**src/xga_pkg.sv**
```systemverilog
// shared types, ball geometry, colours and the disc-mask rule for the xga ball design
package xga_pkg;

    typedef logic [11:0] coord_t;                   // pixel column or line number, covers xga totals
    typedef logic [7:0]  color_t;                   // one colour channel
    typedef logic [4:0]  box_idx_t;                 // column or row inside the ball box

    typedef struct packed {
        color_t r;                                  // red channel
        color_t g;                                  // green channel
        color_t b;                                  // blue channel
    } rgb_t;

    typedef struct packed {
        coord_t x;                                  // current column
        coord_t y;                                  // current line
        logic   active;                             // high inside visible area
    } pix_pos_t;

    typedef struct packed {
        logic hs;                                   // horizontal sync, active low
        logic vs;                                   // vertical sync, active low
    } sync_t;

    typedef struct packed {
        coord_t h_pos;                              // left edge of ball box
        coord_t v_pos;                              // top edge of ball box
    } ball_pos_t;

    // bit 1 set = moving up, bit 0 set = moving left
    typedef enum logic [1:0] {
        dir_dn_rt = 2'b00,
        dir_dn_lt = 2'b01,
        dir_up_rt = 2'b10,
        dir_up_lt = 2'b11
    } ball_dir_e;

    localparam int ball_size = 32;                  // edge of the square ball box

    localparam rgb_t ball_color = 24'hFF0000;       // red disc
    localparam rgb_t bg_color   = 24'h0000FF;       // blue background

    // disc test on doubled coordinates so the centre sits at 15.5, 15.5
    function automatic logic in_disc(input box_idx_t c, input box_idx_t r);
        int dx;
        int dy;
        dx = 2 * int'(c) - 31;                      // doubled distance from centre column
        dy = 2 * int'(r) - 31;                      // doubled distance from centre row
        return (dx * dx + dy * dy) <= 1024;         // radius 16 doubled is 32, squared 1024
    endfunction

endpackage
```
**src/ball_motion.sv**
```systemverilog
// ball motion controller, steps the ball box once per frame and bounces it off the screen edges
module ball_motion #(
    parameter int h_active = 1024,                  // visible columns
    parameter int v_active = 768                    // visible lines
) (
    input  logic                clk,                // pixel clock
    input  logic                arst_n,
    input  logic                refresh,            // one pulse per frame, in blanking
    output xga_pkg::ball_pos_t  ball                // top-left corner of ball box
);

    // furthest corner position that keeps the box on screen
    localparam xga_pkg::coord_t h_max  = xga_pkg::coord_t'(h_active - xga_pkg::ball_size);
    localparam xga_pkg::coord_t v_max  = xga_pkg::coord_t'(v_active - xga_pkg::ball_size);
    localparam xga_pkg::coord_t h_init = xga_pkg::coord_t'((h_active - xga_pkg::ball_size) / 2);
    localparam xga_pkg::coord_t v_init = xga_pkg::coord_t'((v_active - xga_pkg::ball_size) / 2);

    xga_pkg::ball_dir_e dir;                        // current direction state
    xga_pkg::ball_dir_e dir_nxt;
    xga_pkg::coord_t    h_pos;
    xga_pkg::coord_t    v_pos;
    xga_pkg::coord_t    h_nxt;
    xga_pkg::coord_t    v_nxt;
    logic               go_left;                    // current horizontal component
    logic               go_up;                      // current vertical component
    logic               left_nxt;                   // horizontal component after bounce
    logic               up_nxt;                     // vertical component after bounce

    always_comb begin
        go_left = 1'b0;
        go_up   = 1'b0;
        case (dir)
            xga_pkg::dir_dn_rt: begin
                go_left = 1'b0;
                go_up   = 1'b0;
            end
            xga_pkg::dir_dn_lt: begin
                go_left = 1'b1;
                go_up   = 1'b0;
            end
            xga_pkg::dir_up_rt: begin
                go_left = 1'b0;
                go_up   = 1'b1;
            end
            xga_pkg::dir_up_lt: begin
                go_left = 1'b1;
                go_up   = 1'b1;
            end
            default: ;
        endcase

        // flip a component only when it points into the edge it sits on
        left_nxt = go_left ? (h_pos != '0) : (h_pos == h_max);
        up_nxt   = go_up   ? (v_pos != '0) : (v_pos == v_max);

        case ({up_nxt, left_nxt})
            2'b00:   dir_nxt = xga_pkg::dir_dn_rt;
            2'b01:   dir_nxt = xga_pkg::dir_dn_lt;
            2'b10:   dir_nxt = xga_pkg::dir_up_rt;
            default: dir_nxt = xga_pkg::dir_up_lt;
        endcase

        h_nxt = left_nxt ? h_pos - 12'd1 : h_pos + 12'd1;  // step in new direction
        v_nxt = up_nxt   ? v_pos - 12'd1 : v_pos + 12'd1;
    end

    // refresh comes at blanking start so the move never tears the picture
    always_ff @(posedge clk or negedge arst_n) begin
        if (!arst_n) begin
            dir   <= xga_pkg::dir_dn_rt;
            h_pos <= h_init;                        // centred box
            v_pos <= v_init;
        end else if (refresh) begin
            dir   <= dir_nxt;
            h_pos <= h_nxt;
            v_pos <= v_nxt;
        end
    end

    assign ball.h_pos = h_pos;
    assign ball.v_pos = v_pos;

endmodule

```
**src/ball_renderer.sv**
```systemverilog
// pixel renderer, paints the disc over the background and registers colour and syncs to the pins
module ball_renderer (
    input  logic                clk,                // pixel clock
    input  logic                arst_n,
    input  xga_pkg::pix_pos_t   pix,                // current raster position
    input  xga_pkg::sync_t      sync,               // sync levels for this position
    input  xga_pkg::ball_pos_t  ball,               // ball box corner
    output xga_pkg::rgb_t       vga_rgb,            // colour pins
    output logic                vga_hs,
    output logic                vga_vs,
    output logic                vga_blank_n         // high on visible pixels
);

    localparam xga_pkg::coord_t box_edge = xga_pkg::coord_t'(xga_pkg::ball_size);

    logic [xga_pkg::ball_size-1:0] disc_mask [xga_pkg::ball_size];  // one row per box line

    xga_pkg::coord_t  dx;                           // column offset from box corner
    xga_pkg::coord_t  dy;                           // line offset from box corner
    logic             in_box;                       // both offsets inside 0..31
    logic             hit;                          // pixel lies on the disc
    xga_pkg::rgb_t    rgb_nxt;

    // constant mask table, elaborated from the package rule
    for (genvar r = 0; r < xga_pkg::ball_size; r++) begin : g_row
        for (genvar c = 0; c < xga_pkg::ball_size; c++) begin : g_col
            assign disc_mask[r][c] = xga_pkg::in_disc(5'(c), 5'(r));
        end
    end

    // left or above the corner wraps to a large offset and fails the box test
    assign dx     = pix.x - ball.h_pos;
    assign dy     = pix.y - ball.v_pos;
    assign in_box = (dx < box_edge) && (dy < box_edge);
    assign hit    = in_box && disc_mask[dy[4:0]][dx[4:0]];

    always_comb begin
        if (!pix.active) begin
            rgb_nxt = '0;                           // black while blanked
        end else if (hit) begin
            rgb_nxt = xga_pkg::ball_color;
        end else begin
            rgb_nxt = xga_pkg::bg_color;
        end
    end

    // single output stage keeps colour, syncs and blank aligned
    always_ff @(posedge clk or negedge arst_n) begin
        if (!arst_n) begin
            vga_rgb     <= '0;
            vga_hs      <= 1'b1;                    // syncs idle high
            vga_vs      <= 1'b1;
            vga_blank_n <= 1'b0;
        end else begin
            vga_rgb     <= rgb_nxt;
            vga_hs      <= sync.hs;
            vga_vs      <= sync.vs;
            vga_blank_n <= pix.active;
        end
    end

endmodule

```
**src/vga_timing.sv**
```systemverilog
// raster timing generator, counts pixels and lines and decodes active area, syncs and refresh
module vga_timing #(
    parameter int h_active = 1024,                  // visible columns
    parameter int h_front  = 24,                    // columns of front porch
    parameter int h_sync   = 136,                   // columns of hs low
    parameter int h_back   = 144,                   // columns of back porch
    parameter int v_active = 768,                   // visible lines
    parameter int v_front  = 3,                     // lines of front porch
    parameter int v_sync   = 6,                     // lines of vs low
    parameter int v_back   = 29                     // lines of back porch
) (
    input  logic               clk,                 // pixel clock
    input  logic               arst_n,
    output xga_pkg::pix_pos_t  pix,                 // position and active flag
    output xga_pkg::sync_t     sync,                // sync levels, active low
    output logic               refresh              // one pulse per frame at blanking start
);

    localparam int h_total = h_active + h_front + h_sync + h_back;
    localparam int v_total = v_active + v_front + v_sync + v_back;

    // boundaries as counter-width constants
    localparam xga_pkg::coord_t h_last     = xga_pkg::coord_t'(h_total - 1);
    localparam xga_pkg::coord_t v_last     = xga_pkg::coord_t'(v_total - 1);
    localparam xga_pkg::coord_t h_act_end  = xga_pkg::coord_t'(h_active);
    localparam xga_pkg::coord_t v_act_end  = xga_pkg::coord_t'(v_active);
    localparam xga_pkg::coord_t h_sync_beg = xga_pkg::coord_t'(h_active + h_front);
    localparam xga_pkg::coord_t h_sync_end = xga_pkg::coord_t'(h_active + h_front + h_sync);
    localparam xga_pkg::coord_t v_sync_beg = xga_pkg::coord_t'(v_active + v_front);
    localparam xga_pkg::coord_t v_sync_end = xga_pkg::coord_t'(v_active + v_front + v_sync);

    xga_pkg::coord_t h_count;                       // column counter
    xga_pkg::coord_t v_count;                       // line counter
    logic            h_wrap;                        // last column of a line
    logic            v_wrap;                        // last line of a frame

    assign h_wrap = (h_count == h_last);
    assign v_wrap = (v_count == v_last);

    always_ff @(posedge clk or negedge arst_n) begin
        if (!arst_n) begin
            h_count <= '0;
        end else if (h_wrap) begin
            h_count <= '0;                          // start next line
        end else begin
            h_count <= h_count + 12'd1;
        end
    end

    // line counter only moves at the end of a line
    always_ff @(posedge clk or negedge arst_n) begin
        if (!arst_n) begin
            v_count <= '0;
        end else if (h_wrap) begin
            if (v_wrap) begin
                v_count <= '0;                      // start next frame
            end else begin
                v_count <= v_count + 12'd1;
            end
        end
    end

    assign pix.x      = h_count;
    assign pix.y      = v_count;
    assign pix.active = (h_count < h_act_end) && (v_count < v_act_end);  // visible window

    // syncs low only inside their windows
    assign sync.hs = !((h_count >= h_sync_beg) && (h_count < h_sync_end));
    assign sync.vs = !((v_count >= v_sync_beg) && (v_count < v_sync_end));

    assign refresh = (h_count == '0) && (v_count == v_act_end);  // first blank line, column 0

endmodule

```
**src/xga_ball_top.sv**
```systemverilog
// top level of the bouncing ball screensaver, sets the frame geometry and wires the blocks
module xga_ball_top #(
    parameter int h_active = 1024,                  // xga visible columns
    parameter int h_front  = 24,
    parameter int h_sync   = 136,
    parameter int h_back   = 144,
    parameter int v_active = 768,                   // xga visible lines
    parameter int v_front  = 3,
    parameter int v_sync   = 6,
    parameter int v_back   = 29                     // vertical blanking must be at least one line
) (
    input  logic           clk,                     // already the pixel clock
    input  logic           arst_n,
    output xga_pkg::rgb_t  vga_rgb,
    output logic           vga_hs,
    output logic           vga_vs,
    output logic           vga_blank_n
);

    xga_pkg::pix_pos_t  pix;                        // raster position
    xga_pkg::sync_t     sync;                       // unregistered syncs
    xga_pkg::ball_pos_t ball;                       // ball box corner
    logic               refresh;                    // frame tick

    vga_timing #(
        .h_active (h_active),
        .h_front  (h_front),
        .h_sync   (h_sync),
        .h_back   (h_back),
        .v_active (v_active),
        .v_front  (v_front),
        .v_sync   (v_sync),
        .v_back   (v_back)
    ) i_vga_timing (
        .clk      (clk),
        .arst_n   (arst_n),
        .pix      (pix),
        .sync     (sync),
        .refresh  (refresh)
    );

    ball_motion #(
        .h_active (h_active),
        .v_active (v_active)
    ) i_ball_motion (
        .clk      (clk),
        .arst_n   (arst_n),
        .refresh  (refresh),
        .ball     (ball)
    );

    ball_renderer i_ball_renderer (
        .clk         (clk),
        .arst_n      (arst_n),
        .pix         (pix),
        .sync        (sync),
        .ball        (ball),
        .vga_rgb     (vga_rgb),
        .vga_hs      (vga_hs),
        .vga_vs      (vga_vs),
        .vga_blank_n (vga_blank_n)
    );

endmodule

```
**config.mk**
```make
export PLATFORM = sky130hd
export DESIGN_NAME = xga_ball_top
export DESIGN_NICKNAME = d
export VERILOG_FILES = /design/src/xga_pkg.sv /design/src/ball_motion.sv /design/src/ball_renderer.sv /design/src/vga_timing.sv /design/src/xga_ball_top.sv
export SDC_FILE = /design/constraint.sdc
export NUM_CORES = 1
export LEC_CHECK = 0
export ABC_AREA = 1
export BUFFER_PORTS_ARGS = -buffer_cell sky130_fd_sc_hd__buf_2
export CAP_MARGIN = 5
export CORE_UTILIZATION = 68
export DETAILED_ROUTE_END_ITERATION = 8
export GPL_TIMING_DRIVEN = 0
export PLACE_DENSITY_LB_ADDON = 0.12
export SLEW_MARGIN = 15
export SYNTH_ARGS = -nofsm -noshare
export SYNTH_HDL_FRONTEND = slang
export SYNTH_SLANG_ARGS = --single-unit
export TNS_END_PERCENT = 50
```
**constraint.sdc**
```tcl
create_clock -name clk -period 5.4 [get_ports clk]
set_input_delay 0.54 -clock clk [delete_from_list [all_inputs] [get_ports clk]]
set_output_delay 0.54 -clock clk [all_outputs]
set_load 0.02 [all_outputs]
```
==> flow_metrics.tcl <==
set metrics [dict create \
    status "completed" \
    start_util_pct 71.2 \
    netlist.area_leader.share_pct 19.7 \
    first_global_vias 5157 \
    root_buffer "clkbuf_8" \
    drc_errors 0 \
    synthToLayoutAreaGrowth_pct 6.77 \
    grt_antenna_before_repair 0 \
    finalWorstSetupSlack_ps 2110 \
    synthCells 821 \
    rsz0062_at_grt "false" \
    clkSinkCount 55 \
    num_vias 5446 \
    crit_type "flop to flop" \
    netlist_area_um2 5580 \
    slew_viol_final 0 \
    skew_ps 7.85 \
    grt.overflow.total 0 \
    p_clk_share_pct 40.5 \
    post_cts_buffers 0 \
    synthTopCellsByArea "dfrtp_1 (20%), nand2_1 (13%), ha_1 (11%)" \
    fill_cells 635 \
    leakagePower_nw 3.17 \
    drt_wl_total_mm 13.8 \
    dp_worst_setup_slack_ps 1840 \
    synth_edf_count 0 \
    die_w_um 92.6 \
    vias_per_cell 5.68 \
    dr.pass1.iters 5 \
    min_path_type "input pin to asynchronous set/reset pin" \
    htreeDepth 2 \
    path_max_fanout 14 \
    clk_latency_ps 320 \
    drt_iter0_drc 328 \
    seqPwrFrac_pct 57.0 \
    vdd_drop_max_v 0.000161 \
    cts_hold_buf 0 \
    netSwitchingFraction_pct 23.1 \
    p_sw_mw 0.167 \
    finalCritPeriodShare_pct 60.9 \
    grt_usage_pct 34.2 \
    fin_util_pct 76.0 \
    ys_ff_latch 55 \
    slew_headroom_pct 50.5 \
    grt_max_degree 56 \
    dieArea_um2 8580 \
    ys.warnings.count 0 \
    start_kind "flop" \
    period_needed_ps 3290 \
    arrival_ps 3540 \
    setup_violations 0 \
    rows 32 \
    p_per_area_nw_per_um2 121 \
    syn_avg_cell_area_um2 6.80 \
    synthArstFlopShare_pct 100 \
    synthFlopType "dfrtp_1" \
    fin_nets 909 \
    port_buffers 20 \
    yosysTopAreaCell "dfrtp_1" \
    synth_cell_types 52 \
    post_dp_cell_area_um2 5840 \
    hold_viol 0 \
    die_y_um 92.6 \
    drive_gt1_share_pct 13.6 \
    max_cap_viol_count 0 \
    ant_nets 0 \
    intPower_mw 0.557 \
    crit_required_ps 5650 \
    place.gp.congestion 0.960 \
    cts_tree "done" \
    dp.final_hpwl_mm 10.9 \
    postCtsResizedCells 0 \
    clock.fmax_mhz 304 \
    combPwrFrac_pct 2.5 \
    tightest_slew_ps 742 \
    ys_seq_area_share_pct 24.9 \
    fp.coreArea_um2 7850 \
    routedWlPerCell_um 14.4 \
    final_area_um2 5960 \
    io_pins 29 \
    n_antenna_cell 0 \
    setup_tns_ps 0 \
    end_kind "flop" \
    max-clock-path-buffers 2 \
    grt_pass1_wl_mm 23.5 \
    clkTransAtPathRegs_ps 110 \
    cts_buffers 5 \
]
[flip-flops by register name (all words and copies together) (netlist names)]
signal,count
i_ball_renderer.vga_hs,1
i_ball_motion.h_pos,12
i_vga_timing.v_count,12
i_ball_motion.dir,2
i_ball_renderer.vga_blank_n,1
i_ball_renderer.vga_vs,1
i_ball_motion.v_pos,12
i_vga_timing.h_count,12
i_ball_renderer.vga_rgb,2
[logic make-up (layout without fill, tap and decap cells)]
logic type | after synthesis | after routing | synth area share, %
AO/OA/AOI/OAI | 131 | 131 | 13.6
AND/OR/NAND/NOR | 394 | 394 | 32.6
XOR/XNOR | 24 | 24 | 3.90
other | 1 | 8 | 0.0672
flip-flops | 55 | 55 | 24.9
adder cells (fa/ha/maj) | 52 | 52 | 12.2
buffers and inverters | 164 | 192 | 12.8
[power groups by stage]
stage / combinational (mW) / sequential (mW) / clock, mW
after floorplan: 0.00926 / 0.420 / 0
after global placement: 0.0180 / 0.420 / 0
after detailed placement: 0.0185 / 0.420 / 0
after CTS: 0.0186 / 0.412 / 0.294
after global routing: 0.0205 / 0.412 / 0.309
final: 0.0182 / 0.412 / 0.293
[per-layer routing]
layer / GRT usage (%) / wire (um) / part of all wire, %
met5: 0 / 0 / 0
met4: 11.4 / 383 / 2.8
met1: 44.1 / 6160 / 45
met3: 4.02 / 724 / 5.2
met2: 59.4 / 6570 / 47
[metrics by stage]
step	std cells	hold WS (ps)	total power, mW
finish	958	254	0.724
global route	958	327	0.742
CTS	958	300	0.725
detailed placement	950	460	0.438
global placement	950	458	0.438
floorplan	828	244	0.429
[area by class of cell]
| class | count | area, um^2 | area share (%) |
|---|---|---|---|
| multi-input combinational | 609 | 3510 | 58.9 |
| sequential | 55 | 1390 | 23.3 |
| inverter | 136 | 513 | 8.60 |
| buffer | 28 | 204 | 3.42 |
| tap | 102 | 128 | 2.14 |
| timing repair buffer | 20 | 103 | 1.72 |
| clock buffer | 5 | 68.8 | 1.15 |
| clock inverter | 3 | 46.3 | 0.776 |
[cell usage in the layout, fill, tap and decap left out, types with 4 or more instances in the layout]
cell type / n
o22ai_1: 5
inv_1: 124
a211oi_1: 5
xor2_1: 12
ha_1: 48
nor2_1: 70
nor4_1: 9
nand2_2: 9
a21oi_1: 51
o21ai_0: 35
nand3_1: 54
fa_1: 4
conb_1: 8
a31oi_1: 9
dfrtp_1: 44
xnor2_1: 11
o211ai_1: 4
clkbuf_8: 5
nor3_1: 20
or2_2: 7
buf_4: 23
inv_2: 11
nand4_1: 17
o21ai_1: 4
buf_2: 20
nand2_1: 186
nand3_2: 6
dfstp_2: 11
[worst paths after layout]
check,start,endpoint,slack (ps),cells after the start
max,i_ball_motion.v_pos[5]$_DFFE_PN1P_,i_ball_motion.v_pos[11]$_DFFE_PN0P_,2110,14
max reg2reg,i_ball_motion.v_pos[5]$_DFFE_PN1P_,i_ball_motion.v_pos[11]$_DFFE_PN0P_,2110,14
min reg2reg,i_vga_timing.h_count[0]$_DFF_PN0_,i_vga_timing.h_count[0]$_DFF_PN0_,470,1
min,arst_n,i_ball_motion.h_pos[2]$_DFFE_PN0P_,250,1
min in group clk,i_vga_timing.h_count[0]$_DFF_PN0_,i_vga_timing.h_count[0]$_DFF_PN0_,470,1
max in group asynchronous,arst_n,i_vga_timing.h_count[4]$_DFF_PN0_,4640,1
[synthesized netlist by cell type, types with 2 or more instances]
| library cell | n |
|---|---|
| a211oi_1 | 5 |
| a21o_1 | 2 |
| a21oi_1 | 51 |
| a21oi_2 | 2 |
| a31oi_1 | 10 |
| and3_1 | 2 |
| buf_4 | 22 |
| buf_6 | 2 |
| clkbuf_1 | 3 |
| dfrtp_1 | 44 |
| dfstp_2 | 11 |
| fa_1 | 4 |
| ha_1 | 48 |
| inv_1 | 124 |
| inv_2 | 11 |
| nand2_1 | 186 |
| nand2_2 | 9 |
| nand3_1 | 54 |
| nand3_2 | 6 |
| nand4_1 | 17 |
| nor2_1 | 70 |
| nor2_2 | 2 |
| nor2_4 | 3 |
| nor3_1 | 20 |
| nor4_1 | 9 |
| o2111ai_1 | 2 |
| o211ai_1 | 4 |
| o21a_1 | 3 |
| o21ai_0 | 35 |
| o21ai_1 | 4 |
| o21bai_1 | 3 |
| o22ai_1 | 5 |
| or2_1 | 2 |
| or2_2 | 7 |
| xnor2_1 | 11 |
| xor2_1 | 12 |
[worst max-delay path, cell delays in order, from the launching register on]
cell and delay (ps):
dfstp_2 560, inv_1 70, nor4_1 170, a31oi_1 130
a31oi_2 600, ha_1 420, nand2_1 100, nand2_1 50
a31oi_1 210, inv_1 130, a31oi_1 180, inv_1 70
or2_2 300, nand3_1 80, xnor2_1 120
No activity file was read; power rests on OpenSTA's default activity.
